--- src/verilog/cgra_params.svh ---
`ifndef CGRA_PARAMS_SVH
`define CGRA_PARAMS_SVH

// datapath and host bus widths
`define DATA_W      32
`define ADDR_W      9
`define MEM_ADDR_W  6
`define MEM_DEPTH   64

// ring size
`define N_STAGE     2
`define N_STAGE_W   1

// run configuration field widths
`define ITER_W      7
`define DELAY_W     3

// host address is {region, stage, index}
`define REGION_W          2
`define REGION_MEM        2'd0
`define REGION_RUN        2'd1
`define REGION_CONF       2'd2
`define REGION_GLOBAL     2'd3
`define GLOBAL_CONF_CLEAR 6'd0

// configuration field indices
`define CONF_IDX_A_START  6'd0
`define CONF_IDX_B_START  6'd1
`define CONF_IDX_A_INCR   6'd2
`define CONF_IDX_B_INCR   6'd3
`define CONF_IDX_ITER     6'd4
`define CONF_IDX_B_DELAY  6'd5
`define CONF_IDX_B_SRC    6'd6
`define CONF_IDX_ALU_OP   6'd7
`define CONF_IDX_ALU_SRC  6'd8
`define CONF_N_FIELD      9

`endif

--- src/verilog/cgra_pkg.sv ---
`default_nettype none

`include "cgra_params.svh"

package cgra_pkg;

   // operand source, seen from the consuming stage
   typedef enum logic [1:0] {
      src_own_mem  = 2'd0,
      src_own_alu  = 2'd1,
      src_prev_mem = 2'd2,
      src_prev_alu = 2'd3
   } src_sel_t;

   typedef enum logic [2:0] {
      alu_add    = 3'd0,
      alu_sub    = 3'd1,
      alu_and    = 3'd2,
      alu_or     = 3'd3,
      alu_xor    = 3'd4,
      alu_max    = 3'd5,
      alu_min    = 3'd6,
      alu_pass_a = 3'd7
   } alu_op_t;

   // one stage's run configuration
   typedef struct packed {
      logic [`MEM_ADDR_W-1:0] a_start;
      logic [`MEM_ADDR_W-1:0] b_start;
      logic [`MEM_ADDR_W-1:0] a_incr;
      logic [`MEM_ADDR_W-1:0] b_incr;
      logic [`ITER_W-1:0]     iter;
      logic [`DELAY_W-1:0]    b_delay;
      src_sel_t               b_src;
      alu_op_t                alu_op;
      src_sel_t               alu_src_a;
      src_sel_t               alu_src_b;
   } stage_conf_t;

   // words a stage hands to its ring neighbour
   typedef struct packed {
      logic [`DATA_W-1:0] mem;
      logic [`DATA_W-1:0] alu;
   } flow_t;

endpackage

`default_nettype wire

--- src/verilog/alu_unit.sv ---
`timescale 1ns/10ps
`default_nettype none

`include "cgra_params.svh"

module alu_unit (
   input  logic               clk,
   input  logic               rst,
   input  cgra_pkg::alu_op_t  op,
   input  logic [`DATA_W-1:0] a,
   input  logic [`DATA_W-1:0] b,
   output logic [`DATA_W-1:0] y
);

   logic [`DATA_W-1:0] res;
   logic               a_gt_b;

   // max and min treat the words as two's complement
   assign a_gt_b = $signed(a) > $signed(b);

   always_comb begin
      case (op)
         cgra_pkg::alu_add: res = a + b;
         cgra_pkg::alu_sub: res = a - b;
         cgra_pkg::alu_and: res = a & b;
         cgra_pkg::alu_or:  res = a | b;
         cgra_pkg::alu_xor: res = a ^ b;
         cgra_pkg::alu_max: res = a_gt_b ? a : b;
         cgra_pkg::alu_min: res = a_gt_b ? b : a;
         default:           res = a;
      endcase
   end

   // one cycle from operands to result
   always_ff @(posedge clk) begin
      y <= res;
   end

   // every 3-bit code is an opcode, only an unknown op is illegal
   a_op_legal: assert property (@(posedge clk) disable iff (rst)
      !$isunknown(op));

endmodule

`default_nettype wire

--- src/verilog/data_mem.sv ---
`timescale 1ns/10ps
`default_nettype none

`include "cgra_params.svh"

module data_mem (
   input  logic                   clk,
   input  logic                   rst,
   input  logic                   run,
   input  cgra_pkg::stage_conf_t  conf,
   input  logic                   host_en,
   input  logic                   host_we,
   input  logic [`MEM_ADDR_W-1:0] host_addr,
   input  logic [`DATA_W-1:0]     host_wdata,
   output logic [`DATA_W-1:0]     host_rdata,
   input  logic [`DATA_W-1:0]     b_data,
   output logic [`DATA_W-1:0]     a_data,
   output logic                   done
);

   logic [`DATA_W-1:0]     mem [`MEM_DEPTH];
   logic [`DATA_W-1:0]     a_q;
   logic                   a_busy;
   logic                   b_busy;
   logic [`ITER_W-1:0]     a_cnt;
   logic [`ITER_W-1:0]     b_cnt;
   logic [`MEM_ADDR_W-1:0] a_off;
   logic [`MEM_ADDR_W-1:0] b_off;
   logic [`DELAY_W-1:0]    b_wait;
   logic [`MEM_ADDR_W-1:0] a_addr;
   logic [`MEM_ADDR_W-1:0] b_addr;
   logic                   has_iter;
   logic                   a_last;
   logic                   b_last;
   logic                   b_we;

   assign has_iter = conf.iter != '0;
   assign a_last   = a_cnt == conf.iter - 1'b1;
   assign b_last   = b_cnt == conf.iter - 1'b1;
   assign b_we     = b_busy && has_iter && b_wait == conf.b_delay;

   // port a belongs to the host while idle
   assign a_addr = a_busy ? conf.a_start + a_off : host_addr;
   assign b_addr = conf.b_start + b_off;

   // read generator, one address per cycle from cycle 0
   always_ff @(posedge clk or posedge rst) begin
      if (rst) begin
         a_busy <= 1'b0;
         a_cnt  <= '0;
         a_off  <= '0;
      end else if (run) begin
         a_busy <= 1'b1;
         a_cnt  <= '0;
         a_off  <= '0;
      end else if (a_busy) begin
         if (!has_iter || a_last) begin
            a_busy <= 1'b0;
         end
         a_cnt <= a_cnt + 1'b1;
         a_off <= a_off + conf.a_incr;
      end
   end

   // write generator, idles b_delay cycles then writes every cycle
   always_ff @(posedge clk or posedge rst) begin
      if (rst) begin
         b_busy <= 1'b0;
         b_wait <= '0;
         b_cnt  <= '0;
         b_off  <= '0;
      end else if (run) begin
         b_busy <= 1'b1;
         b_wait <= '0;
         b_cnt  <= '0;
         b_off  <= '0;
      end else if (b_busy) begin
         if (!has_iter) begin
            b_busy <= 1'b0;
         end else if (b_wait != conf.b_delay) begin
            b_wait <= b_wait + 1'b1;
         end else begin
            if (b_last) begin
               b_busy <= 1'b0;
            end
            b_cnt <= b_cnt + 1'b1;
            b_off <= b_off + conf.b_incr;
         end
      end
   end

   always_ff @(posedge clk) begin
      if (host_en && host_we && !a_busy) begin
         mem[host_addr] <= host_wdata;
      end
      if (b_we) begin
         mem[b_addr] <= b_data;
      end
      if (a_busy || host_en) begin
         a_q <= mem[a_addr];
      end
   end

   assign a_data     = a_q;
   assign host_rdata = a_q;

   // an empty run never drops done
   assign done = !((a_busy || b_busy) && has_iter);

   a_host_idle: assert property (@(posedge clk) disable iff (rst)
      host_en |-> done);

endmodule

`default_nettype wire

--- src/verilog/stage_conf.sv ---
`timescale 1ns/10ps
`default_nettype none

`include "cgra_params.svh"

module stage_conf (
   input  logic                   clk,
   input  logic                   rst,
   input  logic                   conf_we,
   input  logic [`MEM_ADDR_W-1:0] conf_idx,
   input  logic [`DATA_W-1:0]     conf_data,
   input  logic                   clear,
   input  logic                   run,
   output cgra_pkg::stage_conf_t  active
);

   // fields written by the host, not yet in use
   cgra_pkg::stage_conf_t staged;

   always_ff @(posedge clk or posedge rst) begin
      if (rst) begin
         staged <= '0;
      end else if (clear) begin
         staged <= '0;
      end else if (conf_we) begin
         case (conf_idx)
            `CONF_IDX_A_START: staged.a_start <= conf_data[`MEM_ADDR_W-1:0];
            `CONF_IDX_B_START: staged.b_start <= conf_data[`MEM_ADDR_W-1:0];
            `CONF_IDX_A_INCR:  staged.a_incr  <= conf_data[`MEM_ADDR_W-1:0];
            `CONF_IDX_B_INCR:  staged.b_incr  <= conf_data[`MEM_ADDR_W-1:0];
            `CONF_IDX_ITER:    staged.iter    <= conf_data[`ITER_W-1:0];
            `CONF_IDX_B_DELAY: staged.b_delay <= conf_data[`DELAY_W-1:0];
            `CONF_IDX_B_SRC: begin
               staged.b_src <= cgra_pkg::src_sel_t'(conf_data[1:0]);
            end
            `CONF_IDX_ALU_OP: begin
               staged.alu_op <= cgra_pkg::alu_op_t'(conf_data[2:0]);
            end
            // both operand selects share one word, a in the low bits
            `CONF_IDX_ALU_SRC: begin
               staged.alu_src_a <= cgra_pkg::src_sel_t'(conf_data[1:0]);
               staged.alu_src_b <= cgra_pkg::src_sel_t'(conf_data[3:2]);
            end
            default: begin
               staged <= staged;
            end
         endcase
      end
   end

   // active set only changes when a run starts
   always_ff @(posedge clk or posedge rst) begin
      if (rst) begin
         active <= '0;
      end else if (run) begin
         active <= staged;
      end
   end

   a_conf_idx: assert property (@(posedge clk) disable iff (rst)
      conf_we |-> (conf_idx < `CONF_N_FIELD));

endmodule

`default_nettype wire

--- src/verilog/cgra_stage.sv ---
`timescale 1ns/10ps
`default_nettype none

`include "cgra_params.svh"

module cgra_stage (
   input  logic               clk,
   input  logic               rst,
   input  logic               valid,
   input  logic               we,
   input  logic [`ADDR_W-1:0] addr,
   input  logic [`DATA_W-1:0] rdata,
   output logic [`DATA_W-1:0] wdata,
   output logic               done,
   input  cgra_pkg::flow_t    flow_in,
   output cgra_pkg::flow_t    flow_out
);

   logic [`REGION_W-1:0]   region;
   logic [`MEM_ADDR_W-1:0] idx;
   logic                   mem_en;
   logic                   conf_we;
   logic                   conf_clear;
   logic                   run;
   cgra_pkg::stage_conf_t  active;
   logic [`DATA_W-1:0]     mem_rdata;
   logic [`DATA_W-1:0]     a_data;
   logic [`DATA_W-1:0]     alu_a;
   logic [`DATA_W-1:0]     alu_b;
   logic [`DATA_W-1:0]     alu_y;
   logic [`DATA_W-1:0]     b_data;

   // pick one of the four ring words
   function automatic logic [`DATA_W-1:0] pick(input cgra_pkg::src_sel_t sel,
                                               input cgra_pkg::flow_t own,
                                               input cgra_pkg::flow_t prev);
      case (sel)
         cgra_pkg::src_own_mem:  pick = own.mem;
         cgra_pkg::src_own_alu:  pick = own.alu;
         cgra_pkg::src_prev_mem: pick = prev.mem;
         default:                pick = prev.alu;
      endcase
   endfunction

   assign region     = addr[`ADDR_W-1 -: `REGION_W];
   assign idx        = addr[`MEM_ADDR_W-1:0];
   assign mem_en     = valid && region == `REGION_MEM;
   assign conf_we    = valid && we && region == `REGION_CONF;
   assign conf_clear = valid && we && region == `REGION_GLOBAL && idx == `GLOBAL_CONF_CLEAR;
   assign run        = valid && we && region == `REGION_RUN;

   assign flow_out.mem = a_data;
   assign flow_out.alu = alu_y;

   assign alu_a  = pick(active.alu_src_a, flow_out, flow_in);
   assign alu_b  = pick(active.alu_src_b, flow_out, flow_in);
   assign b_data = pick(active.b_src, flow_out, flow_in);

   // host read word
   assign wdata = (region == `REGION_MEM) ? mem_rdata : {{(`DATA_W-1){1'b0}}, done};

   stage_conf u_conf (
      .clk       (clk),
      .rst       (rst),
      .conf_we   (conf_we),
      .conf_idx  (idx),
      .conf_data (rdata),
      .clear     (conf_clear),
      .run       (run),
      .active    (active)
   );

   data_mem u_mem (
      .clk        (clk),
      .rst        (rst),
      .run        (run),
      .conf       (active),
      .host_en    (mem_en),
      .host_we    (we),
      .host_addr  (idx),
      .host_wdata (rdata),
      .host_rdata (mem_rdata),
      .b_data     (b_data),
      .a_data     (a_data),
      .done       (done)
   );

   alu_unit u_alu (
      .clk (clk),
      .rst (rst),
      .op  (active.alu_op),
      .a   (alu_a),
      .b   (alu_b),
      .y   (alu_y)
   );

endmodule

`default_nettype wire

--- config.mk ---
export PLATFORM = sky130hd
export DESIGN_NAME = cgra_stage
export DESIGN_NICKNAME = d
export VERILOG_FILES = /design/src/verilog/cgra_pkg.sv /design/src/verilog/alu_unit.sv /design/src/verilog/data_mem.sv /design/src/verilog/stage_conf.sv /design/src/verilog/cgra_stage.sv
export VERILOG_INCLUDE_DIRS = /design/src /design/src/verilog
export SDC_FILE = /design/constraint.sdc
export NUM_CORES = 2
export LEC_CHECK = 0
export ABC_CLOCK_PERIOD_IN_PS = 9700
export BUFFER_PORTS_ARGS = -buffer_cell sky130_fd_sc_hd__buf_2
export CAP_MARGIN = 40
export CORE_ASPECT_RATIO = 1.1
export CORE_MARGIN = 4
export CORE_UTILIZATION = 58
export CTS_CLUSTER_SIZE = 14
export DETAILED_ROUTE_END_ITERATION = 10
export PLACE_DENSITY_LB_ADDON = 0.2
export SETUP_SLACK_MARGIN = 0.05
export SYNTH_ARGS = -nofsm -noshare
export SYNTH_HDL_FRONTEND = slang
export SYNTH_SLANG_ARGS = --single-unit
--- constraint.sdc ---
create_clock -name clk -period 9.7 [get_ports clk]
set_input_delay 1.94 -clock clk [delete_from_list [all_inputs] [get_ports clk]]
set_output_delay 1.94 -clock clk [all_outputs]
set_load 0.05 [all_outputs]
==> load_flow_metrics.sql <==
INSERT INTO impl_metrics (metric_group, metric, value, unit) VALUES
('yosys', 'avgSynthCellArea', '11.2', 'sq um'),
('place', 'globalplace.congestion', '0.912', ''),
('finish', 'area_of_all_placed_cells_without_fillers', '0.128', 'sq mm'),
('timing', 'finalClockSkew', '0.0390', 'ns'),
('timing', 'period_minus_slack', '5.88', 'ns'),
('power', 'vdd_drop_max', '169', 'uV'),
('setup_path', 'cp_num_buf_inv', '3', ''),
('clocking', 'cts_max_level', '4', ''),
('timing', 'max_slew_violation_count', '0', ''),
('grt', 'grt_start_max_net_pins', '100', ''),
('clocking', 'cts.sink_count', '2229', ''),
('min_path', 'min-delay-path-class', 'reg -> reg', ''),
('finish', 'layout_cell_share_with_drive_strength_beyond_1', '16.7', '%'),
('die', 'fp.dieArea', '0.208', 'sq mm'),
('clocking', 'cts-root-to-sink-buffers', '3', ''),
('setup_path', 'setup.worst_path.start', 'flow_in[23]', ''),
('place', 'dp.final_hpwl', '214', 'mm'),
('die', 'boundaryPins', '206', ''),
('run', 'maxCapViolations', '0', ''),
('route', 'routedWlPerCell', '29.7', 'um'),
('grt', 'grtUsageTotal', '35.9', '%'),
('setup_path', 'path_class', 'in -> reg', ''),
('die', 'initial_core_util', '58.2', '%'),
('setup_path', 'cp.required', '10.50', 'ns'),
('power', 'report.power.total', '23.8', 'mW'),
('setup_path', 'start_kind', 'input port', ''),
('route', 'post_detailed_route_count_of_antenna_violating_nets', '0', ''),
('route', 'detailedRoute.firstIterationViolations', '12900', ''),
('finish', 'postLayoutCoreUtil', '64.1', '%'),
('yosys', 'seq_area_frac_synth', '56.8', '%'),
('setup_path', 'cp-endpoint', 'u_alu.y[5]$_DFF_P_', ''),
('route', 'detailroute.via_count', '85600', ''),
('power', 'static-leakage-power', '47.7', 'nW'),
('finish', 'fill_cells', '14900', ''),
('setup_path', 'critPathMaxStageDelay', '0.74', 'ns'),
('timing', 'maxSlewHeadroom', '30.6', '%'),
('yosys', 'postSynth.topFlopCell', 'sky130_fd_sc_hd__edfxtp_1', ''),
('timing', 'final_min_period_over_clock_period', '60.7', '%'),
('yosys', 'netlist_area', '0.116', 'sq mm'),
('yosys', 'post_synth_and_or_nand_nor_area_fraction', '9.79', '%'),
('yosys', 'synth.net_count', '10600', ''),
('finish', 'post_layout_nonfiller_instances', '12700', ''),
('timing', 'fmax', '0.170', 'GHz'),
('yosys', 'gate_count_post_synth', '10300', ''),
('timing', 'setup_repair_after_global_routing_missed_its_margin', 'false', ''),
('grt', 'grt_first_pass_wirelength', '546', 'mm'),
('route', 'drt_wl_total', '378', 'mm'),
('setup_path', 'regToRegEndpoint', 'u_alu.y[5]$_DFF_P_', ''),
('finish', 'area_delta_synth_final', '10.1', '%'),
('yosys', 'yosysTopAreaCellShare', '53.8', '%'),
('yosys', 'synth_cell_types', '80', ''),
('yosys', 'synth_compound_gate_area_share', '13.7', '%'),
('setup_path', 'logic_depth_of_the_worst_path_buffers_included', '14', ''),
('place', 'buffer_ports.inserted', '204', ''),
('yosys', 'synth_area_in_adders', '1.41', '%'),
('timing', 'worst_slack', '3.82', 'ns'),
('timing', 'final_setup_violations', '0', ''),
('clocking', 'postCtsSetupRepairBufs', '0', ''),
('finish', 'multi_input_area', '0.0466', 'sq mm'),
('clocking', 'cts_made_buffers', '223', ''),
('setup_path', 'worst_path_max_delay_cell', 'sky130_fd_sc_hd__a211oi_4', ''),
('setup_path', 'r2r_slack', '3.88', 'ns'),
('yosys', 'synth_seq_cells', '2229', ''),
('die', 'die_width', '435', 'um'),
('finish', 'nets', '10200', ''),
('clocking', 'cts.reportedPaths.clkPinSlew', '0.06', 'ns'),
('status', 'run_status', 'completed', ''),
('setup_path', 'worstSetupEndpointType', 'flip-flop', ''),
('yosys', 'synth_edf_count', '2080', ''),
('die', 'die-height', '477', 'um'),
('clocking', 'post_cts_hold_buffer_count', '0', '');
cells in the final DEF, fill, tap and decap left out, types with 26 or more instances in the layout:
cell	count
sky130_fd_sc_hd__nand2_1	2283
sky130_fd_sc_hd__o21ai_0	2112
sky130_fd_sc_hd__edfxtp_1	2080
sky130_fd_sc_hd__mux4_2	576
sky130_fd_sc_hd__buf_4	274
sky130_fd_sc_hd__a21oi_1	257
sky130_fd_sc_hd__buf_2	227
sky130_fd_sc_hd__clkbuf_16	225
sky130_fd_sc_hd__a211oi_1	221
sky130_fd_sc_hd__mux2i_1	213
sky130_fd_sc_hd__nor2_1	156
sky130_fd_sc_hd__nor2b_1	141
sky130_fd_sc_hd__ha_1	121
sky130_fd_sc_hd__dfrtp_1	112
sky130_fd_sc_hd__inv_1	111
sky130_fd_sc_hd__o21ai_4	98
sky130_fd_sc_hd__nand2_2	65
sky130_fd_sc_hd__clkbuf_1	63
sky130_fd_sc_hd__clkinv_1	57
sky130_fd_sc_hd__xnor2_1	45
sky130_fd_sc_hd__and2_1	37
sky130_fd_sc_hd__mux2_2	36
sky130_fd_sc_hd__xor2_1	34
sky130_fd_sc_hd__clkinv_2	33
sky130_fd_sc_hd__dfxtp_1	32
sky130_fd_sc_hd__a221oi_1	31
sky130_fd_sc_hd__nor3_1	28
sky130_fd_sc_hd__a21o_1	27
sky130_fd_sc_hd__buf_16	26
cell type report:
cell class,count,area share (%)
diodes,9,0.0176
clock buffers,288,4.59
clock inverters,126,0.889
inverters,113,0.334
multi-input cells,6788,36.5
flip-flops and latches,2229,51.6
well taps,2610,2.55
repair buffers,561,3.54
registers in the layout, summed over array words and instances, names as in the netlist:
signal / cells
u_mem.a_busy: 1
u_mem.b_wait: 3
u_mem.a_off: 6
u_mem.a_cnt: 7
u_mem.a_data: 32
u_mem.b_off: 6
u_conf.staged: 43
u_mem.mem: 2048
u_mem.b_cnt: 7
u_conf.active: 43
u_mem.b_busy: 1
u_alu.y: 32
where the power goes:
| part | switching, mW | internal, mW |
|---|---|---|
| clock | 3.78 | 4.66 |
| combinational | 3.06 | 1.47 |
| sequential | 0.178 | 10.7 |
| total | 7.02 | 16.8 |
cell usage after synthesis, types with 6 or more instances:
cell type and count:
sky130_fd_sc_hd__o31ai_1 6, sky130_fd_sc_hd__o22ai_1 20, sky130_fd_sc_hd__o211ai_1 9, sky130_fd_sc_hd__buf_2 18, sky130_fd_sc_hd__nand2b_1 9, sky130_fd_sc_hd__xnor2_1 45, sky130_fd_sc_hd__or2_2 7, sky130_fd_sc_hd__inv_1 112
sky130_fd_sc_hd__o21ai_0 2177, sky130_fd_sc_hd__edfxtp_1 2080, sky130_fd_sc_hd__a21oi_1 257, sky130_fd_sc_hd__o21a_1 9, sky130_fd_sc_hd__nand3_1 18, sky130_fd_sc_hd__ha_1 121, sky130_fd_sc_hd__dfxtp_1 32, sky130_fd_sc_hd__or3_1 14
sky130_fd_sc_hd__a21o_1 27, sky130_fd_sc_hd__buf_1 332, sky130_fd_sc_hd__nor3_1 32, sky130_fd_sc_hd__mux4_2 576, sky130_fd_sc_hd__o21bai_1 20, sky130_fd_sc_hd__nor2b_1 141, sky130_fd_sc_hd__nand4_1 14, sky130_fd_sc_hd__o21ai_1 47
sky130_fd_sc_hd__nor4_1 10, sky130_fd_sc_hd__a211oi_1 231, sky130_fd_sc_hd__a31oi_1 14, sky130_fd_sc_hd__mux2i_1 217, sky130_fd_sc_hd__nand2_1 2348, sky130_fd_sc_hd__xor2_1 34, sky130_fd_sc_hd__a22oi_1 22, sky130_fd_sc_hd__mux2_2 37
sky130_fd_sc_hd__nand3b_1 8, sky130_fd_sc_hd__dfrtp_1 117, sky130_fd_sc_hd__a221oi_1 31, sky130_fd_sc_hd__o221ai_1 6, sky130_fd_sc_hd__nor2_1 161, sky130_fd_sc_hd__a2111oi_0 9, sky130_fd_sc_hd__and2_1 37, sky130_fd_sc_hd__fa_1 6
sky130_fd_sc_hd__clkbuf_1 848
cells by family after synthesis:
| group | count (synthesis) |
|---|---|
| AO/OA/AOI/OAI | 2931 |
| AND/OR/NAND/NOR | 2821 |
| flip-flops | 2229 |
| buffers and inverters | 1313 |
| multiplexers | 830 |
| adder cells (fa/ha/maj) | 127 |
| XOR/XNOR | 79 |
worst min-delay path by stage:
| stage | from | end | slack [ns] | depth (start not counted) |
|---|---|---|---|---|
| 5_1_grt | u_conf.staged[8]$_DFFE_PP0P_ | u_conf.active[8]$_DFFE_PP0P_ | 0.49 | 2 |
| 6_report | u_conf.staged[23]$_DFFE_PP0P_ | u_conf.active[23]$_DFFE_PP0P_ | 0.47 | 2 |
| 4_1_cts | u_conf.staged[11]$_DFFE_PP0P_ | u_conf.active[11]$_DFFE_PP0P_ | 0.47 | 2 |
| 3_5_place_dp | u_conf.staged[8]$_DFFE_PP0P_ | u_conf.active[8]$_DFFE_PP0P_ | 0.46 | 2 |
| 2_1_floorplan | u_conf.staged[14]$_DFFE_PP0P_ | u_conf.active[14]$_DFFE_PP0P_ | 0.44 | 2 |
| 3_3_place_gp | u_conf.staged[8]$_DFFE_PP0P_ | u_conf.active[8]$_DFFE_PP0P_ | 0.45 | 2 |
worst reg2reg max path, stage by stage (launching register included):
cell and delay, ns:
sky130_fd_sc_hd__dfrtp_2 0.34, sky130_fd_sc_hd__buf_4 0.59, sky130_fd_sc_hd__mux4_2 0.73, sky130_fd_sc_hd__ha_1 0.68, sky130_fd_sc_hd__inv_1 0.20, sky130_fd_sc_hd__a21oi_1 0.29
sky130_fd_sc_hd__a21oi_1 0.13, sky130_fd_sc_hd__nor4b_1 0.64, sky130_fd_sc_hd__nor3_1 0.24, sky130_fd_sc_hd__a21o_1 0.27, sky130_fd_sc_hd__a211oi_4 0.74, sky130_fd_sc_hd__buf_4 0.44
sky130_fd_sc_hd__a221oi_1 0.19, sky130_fd_sc_hd__a21o_1 0.21, sky130_fd_sc_hd__o21ai_0 0.06
metal layers:
metal / vias to the layer above / GRT usage, % / part of all wire (%) / routed length (um)
li1: 36900 / - / - / -
met2: 5820 / 55.4 / 45 / 172000
met1: 41900 / 46.1 / 34 / 130000
met4: 6 / 23.0 / 7.4 / 28100
met5: - / 0 / 0.010 / 38
met3: 987 / 8.25 / 13 / 48500
Power figures use the tool's default switching activity.
